===== config.mk =====
export PLATFORM = sky130hd
export DESIGN_NAME = afu_top
export DESIGN_NICKNAME = d
export VERILOG_FILES = /design/src/mmio_afu_pkg.sv /design/src/afu_top.sv /design/src/csr_afu.sv /design/src/mmio_fabric.sv /design/src/prbs_engine.sv
export VERILOG_INCLUDE_DIRS = /design/src
export SDC_FILE = /design/constraint.sdc
export NUM_CORES = 1
export LEC_CHECK = 0
export BUFFER_PORTS_ARGS = -buffer_cell sky130_fd_sc_hd__buf_4
export CORE_MARGIN = 5
export CORE_UTILIZATION = 25
export CTS_BUF_LIST = sky130_fd_sc_hd__clkbuf_16
export CTS_CLUSTER_DIAMETER = 150
export CTS_CLUSTER_SIZE = 30
export DETAILED_ROUTE_END_ITERATION = 7
export GPL_TIMING_DRIVEN = 0
export SETUP_SLACK_MARGIN = 0.3
export SYNTH_ARGS = -nofsm -noshare
export SYNTH_HDL_FRONTEND = slang
export SYNTH_SLANG_ARGS = --single-unit

===== constraint.sdc =====
create_clock -name clk -period 20.4 [get_ports clk]
set_input_delay 1.02 -clock clk [delete_from_list [all_inputs] [get_ports clk]]
set_output_delay 1.02 -clock clk [all_outputs]
set_load 0.01 [all_outputs]

===== src/afu_macros.svh =====
`ifndef AFU_MACROS_SVH
`define AFU_MACROS_SVH

// host MMIO bus geometry
`define MMIO_DATA_W 64
`define MMIO_ADDR_W 18
`define MMIO_BE_W   8

// csr block registers, 64-bit words on even addresses
`define AFU_DFH     18'h00000
`define ID_L        18'h00002
`define ID_H        18'h00004
`define DFH_RSVD    18'h00006
`define ERROR       18'h0000A
`define SCRATCH     18'h0000C

// prbs engine registers
`define PRBS_CTRL   18'h00020
`define PRBS_WORDS  18'h00022
`define PRBS_ERRS   18'h00024

// block windows, both bounds inclusive
`define CSR_BASE    18'h00000
`define CSR_LAST    18'h0001F
`define PRBS_BASE   18'h00020
`define PRBS_LAST   18'h0003F

// accelerator uuid, high half read at ID_H
`define AFU_ID      128'h3f8a6c21_9e4d4b07_a1c57d20_e96b5f34

// byte offset of the next feature header
`define DFH_NEXT_OFFSET 24'h0003FA

`endif


===== src/mmio_afu_pkg.sv =====
`default_nettype none

`include "afu_macros.svh"

package mmio_afu_pkg;

    // one host access, strobes are single cycle
    typedef struct packed {
        logic                    rd;
        logic                    wr;
        logic [`MMIO_ADDR_W-1:0] addr;
        logic [`MMIO_DATA_W-1:0] wdata;
        logic [`MMIO_BE_W-1:0]   be;
    } mmio_req_t;

    // read return, data only meaningful with valid
    typedef struct packed {
        logic                    valid;
        logic [`MMIO_DATA_W-1:0] data;
    } mmio_rsp_t;

    // device feature header layout, msb first
    typedef struct packed {
        logic [3:0]  feature_type;
        logic [7:0]  rsvd_hi;
        logic [3:0]  minor_rev;
        logic [6:0]  rsvd_lo;
        logic        eol;          // end of feature list
        logic [23:0] next_offset;
        logic [3:0]  major_rev;
        logic [11:0] feature_id;
    } dfh_fields_t;

    // header seen as a bus word or as its fields
    typedef union packed {
        logic [`MMIO_DATA_W-1:0] raw;
        dfh_fields_t             fields;
    } dfh_word_u;

endpackage

`default_nettype wire


===== src/afu_top.sv =====
`timescale 1ns/1ps
`default_nettype none

module afu_top (
    input  logic                    clk,
    input  logic                    reset,
    input  mmio_afu_pkg::mmio_req_t mmio_req,
    output mmio_afu_pkg::mmio_rsp_t mmio_rsp
);
    import mmio_afu_pkg::*;

    mmio_req_t csr_req;
    mmio_req_t prbs_req;
    mmio_rsp_t csr_rsp;
    mmio_rsp_t prbs_rsp;
    logic      unmapped_evt;
    logic      mismatch_evt;

    // decode and response merge
    mmio_fabric fabric_i (
        .clk          (clk),
        .reset        (reset),
        .host_req     (mmio_req),
        .host_rsp     (mmio_rsp),
        .csr_req      (csr_req),
        .prbs_req     (prbs_req),
        .csr_rsp      (csr_rsp),
        .prbs_rsp     (prbs_rsp),
        .unmapped_evt (unmapped_evt)
    );

    // header, id, error and scratch registers
    csr_afu csr_i (
        .clk          (clk),
        .reset        (reset),
        .req          (csr_req),
        .rsp          (csr_rsp),
        .unmapped_evt (unmapped_evt),
        .mismatch_evt (mismatch_evt)
    );

    // loopback pattern test
    prbs_engine prbs_i (
        .clk          (clk),
        .reset        (reset),
        .req          (prbs_req),
        .rsp          (prbs_rsp),
        .mismatch_evt (mismatch_evt)
    );

endmodule

`default_nettype wire


===== src/csr_afu.sv =====
`timescale 1ns/1ps
`default_nettype none

`include "afu_macros.svh"

module csr_afu (
    input  logic                    clk,
    input  logic                    reset,
    input  mmio_afu_pkg::mmio_req_t req,
    output mmio_afu_pkg::mmio_rsp_t rsp,
    input  logic                    unmapped_evt,
    input  logic                    mismatch_evt
);
    import mmio_afu_pkg::*;

    localparam logic [127:0] afu_id = `AFU_ID;

    // register offsets inside the csr window
    localparam logic [`MMIO_ADDR_W-1:0] off_dfh     = `AFU_DFH - `CSR_BASE;
    localparam logic [`MMIO_ADDR_W-1:0] off_id_l    = `ID_L - `CSR_BASE;
    localparam logic [`MMIO_ADDR_W-1:0] off_id_h    = `ID_H - `CSR_BASE;
    localparam logic [`MMIO_ADDR_W-1:0] off_rsvd    = `DFH_RSVD - `CSR_BASE;
    localparam logic [`MMIO_ADDR_W-1:0] off_error   = `ERROR - `CSR_BASE;
    localparam logic [`MMIO_ADDR_W-1:0] off_scratch = `SCRATCH - `CSR_BASE;

    dfh_word_u               dfh;
    logic [`MMIO_DATA_W-1:0] scratch_q;
    logic [1:0]              error_q;     // [1] prbs mismatch, [0] unmapped access
    logic [1:0]              error_clr;
    logic                    scratch_wr;
    logic [`MMIO_DATA_W-1:0] rd_data;

    // afu header, only type and next offset are nonzero
    always_comb begin
        dfh.raw                 = '0;
        dfh.fields.feature_type = 4'h1; // afu
        dfh.fields.eol          = 1'b0;
        dfh.fields.next_offset  = `DFH_NEXT_OFFSET;
    end

    assign scratch_wr = req.wr && (req.addr == off_scratch);

    // write one to clear, low byte carries the bits
    always_comb begin
        error_clr = 2'b00;
        if (req.wr && (req.addr == off_error) && req.be[0]) begin
            error_clr = req.wdata[1:0];
        end
    end

    always_comb begin
        case (req.addr)
            off_dfh:     rd_data = dfh.raw;
            off_id_l:    rd_data = afu_id[63:0];
            off_id_h:    rd_data = afu_id[127:64];
            off_rsvd:    rd_data = '0;
            off_error:   rd_data = {{(`MMIO_DATA_W-2){1'b0}}, error_q};
            off_scratch: rd_data = scratch_q;
            default:     rd_data = '0; // holes in the window
        endcase
    end

    always_ff @(posedge clk or posedge reset) begin
        if (reset) begin
            error_q <= 2'b00;
        end else begin
            // a new event wins over a clear in the same cycle
            error_q <= (error_q & ~error_clr) | {mismatch_evt, unmapped_evt};
        end
    end

    always_ff @(posedge clk or posedge reset) begin
        if (reset) begin
            scratch_q <= '0;
        end else if (scratch_wr) begin
            for (int b = 0; b < `MMIO_BE_W; b++) begin
                if (req.be[b]) begin
                    scratch_q[8*b +: 8] <= req.wdata[8*b +: 8];
                end
            end
        end
    end

    // one cycle read latency
    always_ff @(posedge clk or posedge reset) begin
        if (reset) begin
            rsp <= '0;
        end else begin
            rsp.valid <= req.rd;
            if (req.rd) begin
                rsp.data <= rd_data;
            end
        end
    end

    // every response traces back to a routed read strobe
    a_rsp_after_rd: assert property (
        @(posedge clk) disable iff (reset)
        rsp.valid |-> $past(req.rd)
    );

endmodule

`default_nettype wire


===== src/mmio_fabric.sv =====
`timescale 1ns/1ps
`default_nettype none

`include "afu_macros.svh"

module mmio_fabric (
    input  logic                    clk,
    input  logic                    reset,
    input  mmio_afu_pkg::mmio_req_t host_req,
    output mmio_afu_pkg::mmio_rsp_t host_rsp,
    output mmio_afu_pkg::mmio_req_t csr_req,
    output mmio_afu_pkg::mmio_req_t prbs_req,
    input  mmio_afu_pkg::mmio_rsp_t csr_rsp,
    input  mmio_afu_pkg::mmio_rsp_t prbs_rsp,
    output logic                    unmapped_evt
);
    import mmio_afu_pkg::*;

    logic                    hit_csr;
    logic                    hit_prbs;
    logic                    hit_none;
    logic                    unmapped_rd_q;
    logic [`MMIO_DATA_W-1:0] csr_data;
    logic [`MMIO_DATA_W-1:0] prbs_data;
    mmio_rsp_t               merged;

    // window decode, done once for both strobes
    assign hit_csr  = (host_req.addr >= `CSR_BASE) && (host_req.addr <= `CSR_LAST);
    assign hit_prbs = (host_req.addr >= `PRBS_BASE) && (host_req.addr <= `PRBS_LAST);
    assign hit_none = !hit_csr && !hit_prbs;

    // blocks see their own offset, strobes only on a hit
    always_comb begin
        csr_req      = host_req;
        csr_req.rd   = host_req.rd & hit_csr;
        csr_req.wr   = host_req.wr & hit_csr;
        csr_req.addr = host_req.addr - `CSR_BASE;

        prbs_req      = host_req;
        prbs_req.rd   = host_req.rd & hit_prbs;
        prbs_req.wr   = host_req.wr & hit_prbs;
        prbs_req.addr = host_req.addr - `PRBS_BASE;
    end

    // block data only counts while its valid is up
    assign csr_data  = csr_rsp.data & {`MMIO_DATA_W{csr_rsp.valid}};
    assign prbs_data = prbs_rsp.data & {`MMIO_DATA_W{prbs_rsp.valid}};

    always_comb begin
        merged.valid = csr_rsp.valid | prbs_rsp.valid | unmapped_rd_q;
        merged.data  = csr_data | prbs_data; // unmapped read adds nothing, so zero
    end

    always_ff @(posedge clk or posedge reset) begin
        if (reset) begin
            unmapped_rd_q <= 1'b0;
            unmapped_evt  <= 1'b0;
            host_rsp      <= '0;
        end else begin
            // same stage as the block response registers
            unmapped_rd_q <= host_req.rd & hit_none;
            unmapped_evt  <= (host_req.rd | host_req.wr) & hit_none;
            host_rsp      <= merged;
        end
    end

    // host contract, one kind of access per cycle
    a_no_rd_wr_overlap: assert property (
        @(posedge clk) disable iff (reset)
        !(host_req.rd && host_req.wr)
    );

    // decode keeps the two block returns apart, so the OR merge is safe
    a_one_block_rsp: assert property (
        @(posedge clk) disable iff (reset)
        !(csr_rsp.valid && prbs_rsp.valid)
    );

endmodule

`default_nettype wire


===== src/prbs_engine.sv =====
`timescale 1ns/1ps
`default_nettype none

`include "afu_macros.svh"

module prbs_engine (
    input  logic                    clk,
    input  logic                    reset,
    input  mmio_afu_pkg::mmio_req_t req,
    output mmio_afu_pkg::mmio_rsp_t rsp,
    output logic                    mismatch_evt
);
    localparam int prbs_w = 31;
    localparam int step_w = prbs_w + `MMIO_DATA_W; // {next state, word}
    localparam logic [prbs_w-1:0] prbs_seed = 31'h7fffffff; // any nonzero state

    localparam logic [`MMIO_ADDR_W-1:0] off_ctrl  = `PRBS_CTRL - `PRBS_BASE;
    localparam logic [`MMIO_ADDR_W-1:0] off_words = `PRBS_WORDS - `PRBS_BASE;
    localparam logic [`MMIO_ADDR_W-1:0] off_errs  = `PRBS_ERRS - `PRBS_BASE;

    logic                    enable_q;
    logic                    inject_pend_q;
    logic [prbs_w-1:0]       gen_state_q;
    logic [prbs_w-1:0]       chk_state_q;
    logic [`MMIO_DATA_W-1:0] loop_q;       // loopback word under test
    logic                    loop_vld_q;
    logic [`MMIO_DATA_W-1:0] words_q;
    logic [`MMIO_DATA_W-1:0] errs_q;
    logic [step_w-1:0]       gen_next;
    logic [step_w-1:0]       chk_next;
    logic                    ctrl_wr;
    logic                    clr_cnt;
    logic                    mismatch;
    logic [`MMIO_DATA_W-1:0] rd_data;

    // x^31 + x^28 + 1, 64 serial steps per word, msb first
    function automatic logic [step_w-1:0] prbs_advance(input logic [prbs_w-1:0] state);
        logic [prbs_w-1:0]       s;
        logic [`MMIO_DATA_W-1:0] word;
        logic                    fb;
        s = state;
        for (int i = `MMIO_DATA_W - 1; i >= 0; i--) begin
            fb      = s[30] ^ s[27];
            word[i] = fb;
            s       = {s[prbs_w-2:0], fb};
        end
        return {s, word};
    endfunction

    assign ctrl_wr  = req.wr && (req.addr == off_ctrl) && req.be[0];
    assign clr_cnt  = ctrl_wr && req.wdata[2];
    assign gen_next = prbs_advance(gen_state_q);
    assign chk_next = prbs_advance(chk_state_q);
    assign mismatch = loop_vld_q && (loop_q != chk_next[`MMIO_DATA_W-1:0]);

    // generator side
    always_ff @(posedge clk or posedge reset) begin
        if (reset) begin
            enable_q      <= 1'b0;
            inject_pend_q <= 1'b0;
            gen_state_q   <= prbs_seed;
            loop_q        <= '0;
            loop_vld_q    <= 1'b0;
        end else begin
            if (ctrl_wr) begin
                enable_q <= req.wdata[0];
            end
            loop_vld_q <= enable_q;
            if (enable_q) begin
                gen_state_q <= gen_next[step_w-1:`MMIO_DATA_W];
                loop_q      <= gen_next[`MMIO_DATA_W-1:0] ^
                               {{(`MMIO_DATA_W-1){1'b0}}, inject_pend_q}; // flip bit 0
            end
            if (ctrl_wr && req.wdata[1]) begin
                inject_pend_q <= 1'b1;
            end else if (enable_q) begin
                inject_pend_q <= 1'b0; // consumed by this word
            end
        end
    end

    // checker side, own sequence copy steps once per received word
    always_ff @(posedge clk or posedge reset) begin
        if (reset) begin
            chk_state_q  <= prbs_seed;
            words_q      <= '0;
            errs_q       <= '0;
            mismatch_evt <= 1'b0;
        end else begin
            if (loop_vld_q) begin
                chk_state_q <= chk_next[step_w-1:`MMIO_DATA_W];
            end
            mismatch_evt <= mismatch;
            if (clr_cnt) begin
                words_q <= '0;
                errs_q  <= '0;
            end else if (loop_vld_q) begin
                words_q <= words_q + 1'b1;
                if (mismatch) begin
                    errs_q <= errs_q + 1'b1;
                end
            end
        end
    end

    always_comb begin
        case (req.addr)
            off_ctrl:  rd_data = {{(`MMIO_DATA_W-1){1'b0}}, enable_q};
            off_words: rd_data = words_q;
            off_errs:  rd_data = errs_q;
            default:   rd_data = '0;
        endcase
    end

    always_ff @(posedge clk or posedge reset) begin
        if (reset) begin
            rsp <= '0;
        end else begin
            rsp.valid <= req.rd;
            if (req.rd) begin
                rsp.data <= rd_data;
            end
        end
    end

    // error count only moves up until software clears it
    a_errs_monotonic: assert property (
        @(posedge clk) disable iff (reset)
        !$past(clr_cnt) |-> (errs_q >= $past(errs_q))
    );

endmodule

`default_nettype wire


==> results by group, run 1 <==
Run status
  – Status: finished with violations
  – Failing checks: max-capacitance violations

Setup path
  – R2R Setup Slk: 16.25 ns
  – Setup CP Type: input port to register
  – Worst setup endpoint: prbs_i.words_q[12]
  – Crit-path max FO: 10
  – Critical path endpoint category: register
  – Crit. Startpoint: mmio_req[86]
  – Critical Path Start Type: input port
  – Required time worst endpoint: 20.87 ns
  – Reg2reg end: prbs_i.errs_q[0]
  – R2r worst-path depth: 11
  – Reg-to-reg startpoint: prbs_i.chk_state_q[4]
  – WP data arrival: 4.83 ns

Global route
  – Met1 usage in global routing: 0.1770
  – GRT Overall Usage: 0.1306
  – Busiest metal layer after global routing: met2
  – Routing usage on met2: 0.2195
  – Met3 Use GR: 0.01757
  – GRT Residual Overflow: 0
  – Vias in the first global route: 17,780
  – First-pass GRT wire length: 107,900 um
  – Largest net degree at the start of global routing: ~120
  – Initial antenna violation count: 1

Job
  – Max Cap Viol: 1

Logic synthesis
  – Mapped Cells: 2,304
  – Number of flops mapped to enable cells by yosys: 0
  – Sequential fraction of the synthesis area: 0.5484
  – Most used DFF post-synth: dfrtp_1
  – Yosys warnings: 0
  – Syn nets: around 2,400
  – Post-synth top area cell: dfrtp_1
  – Yosys reg bits: between 500 and 600
  – Synth top area cells: dfrtp_1 48%, dfstp_2 6.8%, xnor2_1 4.8%
  – Synth Area per Inst: between 10 and 15 sq um
  – Yosys cell types: 58
  – Synth top area share: 0.4803
  – Synth Cell Area: 0.02392 sq mm
  – Post-synth ARST share: 1.000

CTS
  – H-tree depth: 1
  – Later-pin clock latency in the skew report: 0.58 ns
  – Total CTS buffers: 21
  – CTS tree: built
  – CTS clk-pin slew, worst paths: 0.12 ns
  – Setup repair bufs after CTS: 0
  – Hold buffer count at CTS: 0
  – CTS Root Cell: clkbuf_16
  – Clock sinks: around 520
  – Post-CTS sizing: 0
  – Clock Path Buffers: 3

Drt
  – Final ANT Viol Nets: 0
  – Vias after detailed routing: 17,760
  – Post-route DRC: 0
  – Number of vias per cell: 4.709
  – First-pass iteration count of the detailed router: 5
  – Initial drt markers: roughly 1,700
  – Total routed wirelength: ~69,000 um
  – Routed WL per cell: roughly 18 um

Cells and area
  – Fin area: 0.02745 sq mm
  – Final nets: approximately 2,600
  – Commonest non-fill, non-tap cell in the layout: dfrtp_1
  – Share of layout cells above drive strength 1: 0.1517
  – Commonest cells after routing, fill and taps aside: 459 x dfrtp_1, 231 x nand2_1, 162 x buf_4
  – P&R area growth vs syn: 14.78%

Timing
  – Clock Skews: 0.02870 ns
  – Least-Margin Pin Slew: 1.467 ns
  – Max Fclk: 229.5 MHz
  – Hold Fails Final Rpt: 0
  – Setup Viol. Count Final: 0
  – Period Utilization, post-route: 0.2136
  – Slew Viols, Final: 0
  – Unrepaired setup endpoints after global routing: no
  – Final worst setup slack: 16.04 ns
  – Fin crit period: 4.358 ns
  – Slew margin rel.: 0.01400

Placement
  – Post-DP HPWL: 51,970 um
  – GPL Wtd Cong: 0.8443
  – Area after DPL: about 0.027 sq mm
  – Pre-CTS setup slack: around 16 ns
  – Port Buffers: 158

Pwr
  – Total chip power: 1.603 mW
  – Int Power: 1.243 mW
  – Comb power frac: 0.027
  – Sequential Power Share: 0.645
  – Clock share of power: 0.329
  – Switching Power: 0.3599 mW
  – Max rail drop VDD: 48.09 uV
  – Leak Pwr: 11.44 nW
  – P per Cell Area: 58.39 mW/mm^2
  – Switching portion of total power: 0.2245

Floorplanning
  – Total core area: 0.09501 sq mm
  – IO Pins: 159
  – Row count: 113
  – Die Area: just over 0.1 sq mm
  – Initial Utilization: 0.2517
  – Die height: 319.3 um
  – Die Wd: 319.3 um

Hold path
  – Hold crit path type: register to register
kinds of logic (layout without fill, tap and decap cells):
group           after synthesis  after routing  synth area share
buf+inv                     203            404           0.03489
flops                       521            521            0.5484
compound gates              538            538            0.1400
other cells                   0              1                 0
simple gates                709            709            0.1439
xor+xnor                    245            245           0.09150
fa+ha+maj                     3              3          0.001570
mux                          85             85           0.03976
cells in the mapped netlist, types with 15 or more instances:
| library cell | n |
|---|---|
| dfrtp_1 | 459 |
| a21oi_1 | 152 |
| and3_1 | 37 |
| mux2_2 | 80 |
| o21ai_1 | 16 |
| o21ai_0 | 151 |
| a22oi_1 | 65 |
| or4_1 | 16 |
| inv_1 | 28 |
| nand4_1 | 35 |
| buf_2 | 26 |
| buf_1 | 15 |
| nor2_1 | 156 |
| clkbuf_1 | 123 |
| or3_1 | 51 |
| xor2_1 | 109 |
| dfstp_2 | 62 |
| nand3_1 | 88 |
| and4_1 | 18 |
| xnor2_1 | 132 |
| a22o_1 | 64 |
| nand2_1 | 231 |
| and2_1 | 15 |
| o21a_1 | 51 |
| nor3_1 | 34 |
critical path, stage by stage:
cell,delay (ns)
buf_4,0.10
or4_1,0.58
nor2_1,0.15
o211ai_1,0.16
nor3_1,0.57
nor4b_1,1.01
and2_1,0.30
buf_2,0.27
buf_2,0.33
buf_4,0.25
nor2_1,0.07
area by class of cell:
class | count | area [sq um]
Fill cell | 9979 | 67560
Sequential cell | 521 | 13120
Multi-Input combinational cell | 1580 | 9972
Tap cell | 1265 | 1583
Timing Repair Buffer | 164 | 1335
Buffer | 173 | 721.9
Clock buffer | 21 | 525.5
Inverter | 30 | 120.1
Clock inverter | 16 | 76.32
Antenna cell | 1 | 2.502
sequential cells by signal, summed over array words and instances, names as in the netlist:
signal                  flops
csr_i.rsp                  65
fabric_i.host_rsp          65
prbs_i.rsp                 65
csr_i.scratch_q            64
prbs_i.errs_q              64
prbs_i.loop_q              64
prbs_i.words_q             64
prbs_i.chk_state_q         31
prbs_i.gen_state_q         31
csr_i.error_q               2
fabric_i.unmapped_evt       1
fabric_i.unmapped_rd_q      1
prbs_i.enable_q             1
prbs_i.inject_pend_q        1
prbs_i.loop_vld_q           1
prbs_i.mismatch_evt         1
routing by layer:
metal	vias up	wire length, um
li1	8385	-
met1	8826	30780
met2	465	32870
met3	80	3226
met4	0	2096
met5	-	0
stage by stage:
| step | hold WS (ns) | setup TNS [ns] | util | cells |
|---|---|---|---|---|
| 2_1_floorplan | 0.3704 | 0 | - | 2304 |
| 3_3_place_gp | 0.3800 | -644.11 | 0.2809 | 3727 |
| 3_5_place_dp | 0.3853 | 0 | 0.2826 | 3733 |
| 4_1_cts | 0.4252 | 0 | 0.2889 | 3770 |
| 5_1_grt | 0.4470 | 0 | 0.2889 | 3771 |
| 6_report | 0.4269 | 0 | 0.2889 | 3771 |
power by group through the flow:
stage | clock network (mW) | registers [mW] | logic, mW
after floorplan | 0 | 1.05 | 0.0176
after global placement | 0 | 1.05 | 0.0406
after detailed placement | 0 | 1.05 | 0.0441
after CTS | 0.544 | 1.03 | 0.0442
after global routing | 0.577 | 1.03 | 0.0488
final | 0.527 | 1.03 | 0.0425
how the worst min path moves through the flow:
stage,startpoint,to,slack [ns],depth (start not counted)
after floorplan,prbs_i.enable_q,prbs_i.loop_vld_q,0.37,0
after global placement,prbs_i.enable_q,prbs_i.loop_vld_q,0.38,0
after detailed placement,prbs_i.enable_q,prbs_i.loop_vld_q,0.39,0
after CTS,prbs_i.enable_q,prbs_i.loop_vld_q,0.43,0
after global routing,prbs_i.enable_q,prbs_i.loop_vld_q,0.45,0
final,prbs_i.enable_q,prbs_i.loop_vld_q,0.43,0
Note: power is estimated with default switching activity, not from simulation.
==> inputs of run 2 (changes only) <==
==> constraint.sdc (replaced) <==
create_clock -name clk -period 4.1 [get_ports clk]
set_input_delay 0.205 -clock clk [delete_from_list [all_inputs] [get_ports clk]]
set_output_delay 0.205 -clock clk [all_outputs]
set_load 0.01 [all_outputs]
==> run 2 against run 1 <==
The run now ends clean; sequential power increased to 5.0 times the previous value; total power increased to 5.0 times the previous value; cell area increased by 3.2%; critical path type is now register to register; sequential cell count unchanged; combinational power increased to 6.8 times the previous value; clock-buffer cell count unchanged; critical path depth increased by 1; largest power group unchanged; non-clock buffer count increased by 81.
==> results by group, run 2 (same netlist as run 1, synthesis figures left out) <==
Global route
  – Largest net degree at the start of global routing: 43 (-65%)
  – Busiest metal layer after global routing: met2
  – Vias in the first global route: 18,140 (+2.0%)
  – First-pass GRT wire length: 108,800 um (+0.84%)
  – Initial antenna violation count: 0 (-1)
  – Met1 usage in global routing: 0.1770 (about the same)
  – GRT Overall Usage: 0.1320 (+0.001391)
  – Routing usage on met2: 0.2224 (+0.002861)
  – GRT Residual Overflow: 0 (unchanged)
  – Met3 Use GR: 0.01738 (-0.0001902)

Hold path
  – Hold crit path type: input port to register

Drt
  – Post-route DRC: 0 (unchanged)
  – Total routed wirelength: 70,150 um (+1.7%)
  – Final ANT Viol Nets: 0 (unchanged)
  – First-pass iteration count of the detailed router: 6 (+1)
  – Number of vias per cell: 4.692 (-0.34%)
  – Routed WL per cell: 18.21 um (-0.44%)
  – Vias after detailed routing: 18,080 (+1.8%)
  – Initial drt markers: 1,583 (-6.7%)

Cells and area
  – Fin area: 0.02833 sq mm (+3.2%)
  – Number of fill cells in the layout: 9,893 (-0.86%)
  – Regs by FF count: csr_i.rsp x65, fabric_i.host_rsp x65, prbs_i.rsp x65
  – Share of layout cells above drive strength 1: 0.1524 (+0.0006622)
  – Non-Filler Instances: 3,852 (+2.1%)
  – FF/Latch Area: 0.01312 sq mm (unchanged)
  – Final nets: 2,669 (+3.1%)
  – Commonest cells after routing, fill and taps aside: 459 x dfrtp_1, 231 x nand2_1, 164 x buf_4
  – P&R area growth vs syn: 18.47%
  – Core Util, Final: 0.2982 (+0.009297)
  – Commonest non-fill, non-tap cell in the layout: dfrtp_1
  – Multi-input logic area: 0.009983 sq mm (+0.11%)

CTS
  – CTS Root Cell: clkbuf_16
  – Later-pin clock latency in the skew report: 0.58 ns (about the same)
  – Clock Path Buffers: 3 (unchanged)
  – CTS tree: built
  – Total CTS buffers: 21 (unchanged)
  – CTS clk-pin slew, worst paths: 0.12 ns (about the same)
  – Clock sinks: 521 (unchanged)
  – H-tree depth: 1 (unchanged)

Timing
  – Final worst setup slack: 0.5464 ns (-15.50 ns)
  – Fin crit period: 3.554 ns
  – Max Fclk: roughly 280 MHz
  – Period Utilization, post-route: 0.8667
  – Slew Viols, Final: 0 (unchanged)
  – Clock Skews: 0.03480 ns (+0.006099 ns)
  – Unrepaired setup endpoints after global routing: yes
  – Setup Viol. Count Final: 0 (unchanged)
  – Slew margin rel.: 0.1011 (+0.08710)
  – Hold Fails Final Rpt: 0 (unchanged)
  – Least-Margin Pin Slew: 1.337 ns (-0.1296 ns)

Floorplanning
  – IO Pins: 159 (unchanged)
  – Die Area: 0.1020 sq mm (unchanged)
  – Total core area: 0.09501 sq mm (unchanged)
  – Row count: 113 (unchanged)
  – Die Wd: 319.3 um (unchanged)
  – Initial Utilization: 0.2517 (unchanged)
  – Die height: 319.3 um (unchanged)

Placement
  – GPL Wtd Cong: 0.8486 (+0.51%)
  – Area after DPL: 0.02701 sq mm (+0.62%)
  – Pre-CTS setup slack: 0.06637 ns (-15.45 ns)
  – Placed Cells incl. Taps: 3,743 (+0.27%)
  – Port Buffers: 158 (unchanged)
  – Post-DP HPWL: 52,820 um (+1.6%)

Setup path
  – Required time worst endpoint: 4.58 ns (-16.29 ns)
  – Critical path endpoint category: register
  – WP data arrival: 4.03 ns (-0.80 ns)
  – Crit-path max FO: 10 (unchanged)
  – Critical Path Start Type: register
  – Setup CP Type: register to register

Pwr
  – Leak Pwr: 11.82 nW (+3.3%)
  – Max rail drop VDD: 252.5 uV (+420%)
  – P per Cell Area: 284.3 mW/mm^2 (+390%)

Job
  – Max Cap Viol: 0 (-1)

Run status
  – Status: finished, final reports clean
-- run 2: changes by cell type in the layout (fill, tap and decap cells not counted), sizes merged --
cell,change
clkinvlp,+1
dlygate4sd3,+69
clkinv,-1
buf,+12
-- run 2: timing repair --
item	4_1_cts	5_1_grt
gates resized for setup	0	2
cloned	0	0
pin swaps	1	0
setup buffers	2	0
endpoints found under the setup margin	14	28
endpoints found under the hold margin	78	0
hold buffers	69	0
-- run 2: worst paths after layout --
path	start	end	slack [ns]	cells past startpoint
min in group asynchronous	reset	prbs_i.loop_q[20]	0.23	3
max in group asynchronous	reset	fabric_i.host_rsp[41]	1.99	9
worst max register to register	prbs_i.chk_state_q[3]	prbs_i.errs_q[0]	0.55	12
worst min register to register	prbs_i.enable_q	prbs_i.loop_vld_q	0.42	0
worst max-delay path	prbs_i.chk_state_q[3]	prbs_i.errs_q[0]	0.55	12
worst min-delay path	mmio_req[75]	csr_i.rsp[24]	0.05	4
-- run 2: per-stage QoR --
stage          setup TNS [ns]  total power, mW  hold WS, ns
6_report                    0            8.054      0.04526
3_3_place_gp         -3167.46            5.448       0.3855
4_1_cts                     0            8.134      0.02456
3_5_place_dp                0            5.479       0.3087
2_1_floorplan        -1510.26            5.331       0.3218
5_1_grt                     0            8.333      0.06372
-- run 2: power breakdown --
group	switching, mW	internal (mW)	leakage, nW
clock	1.66	0.966	0.348
sequential	0.000497	5.14	6.40
combinational	0.152	0.136	5.06
total	1.81	6.24	11.8
-- run 2: final cells by class --
class,instances,area share
buffer,173,0.02548
clock buffer,21,0.01855
antenna,1,0.00008832
clock inverter,16,0.002694
multi-input combinational,1580,0.3523
inverter,30,0.004107
tap,1265,0.05586
timing repair buffer,245,0.07803
sequential,521,0.4629
-- run 2: layer usage --
| layer | part of all wire | routed length (um) |
|---|---|---|
| met1 | 0.45 | 31370 |
| met2 | 0.47 | 33180 |
| met3 | 0.045 | 3146 |
| met4 | 0.035 | 2449 |
| met5 | 0 | 0 |
-- run 2: critical path, stage by stage (launching register included) --
cell and delay [ns]:
dfstp_2 0.53, clkbuf_1 0.40, xnor2_1 0.17, xnor2_1 0.14, or4_1 0.66, nor4_4 0.36, nand3_4 0.23, o21ai_4 0.29
buf_6 0.19, buf_6 0.17, inv_2 0.08, xnor2_1 0.15, nor2_1 0.06
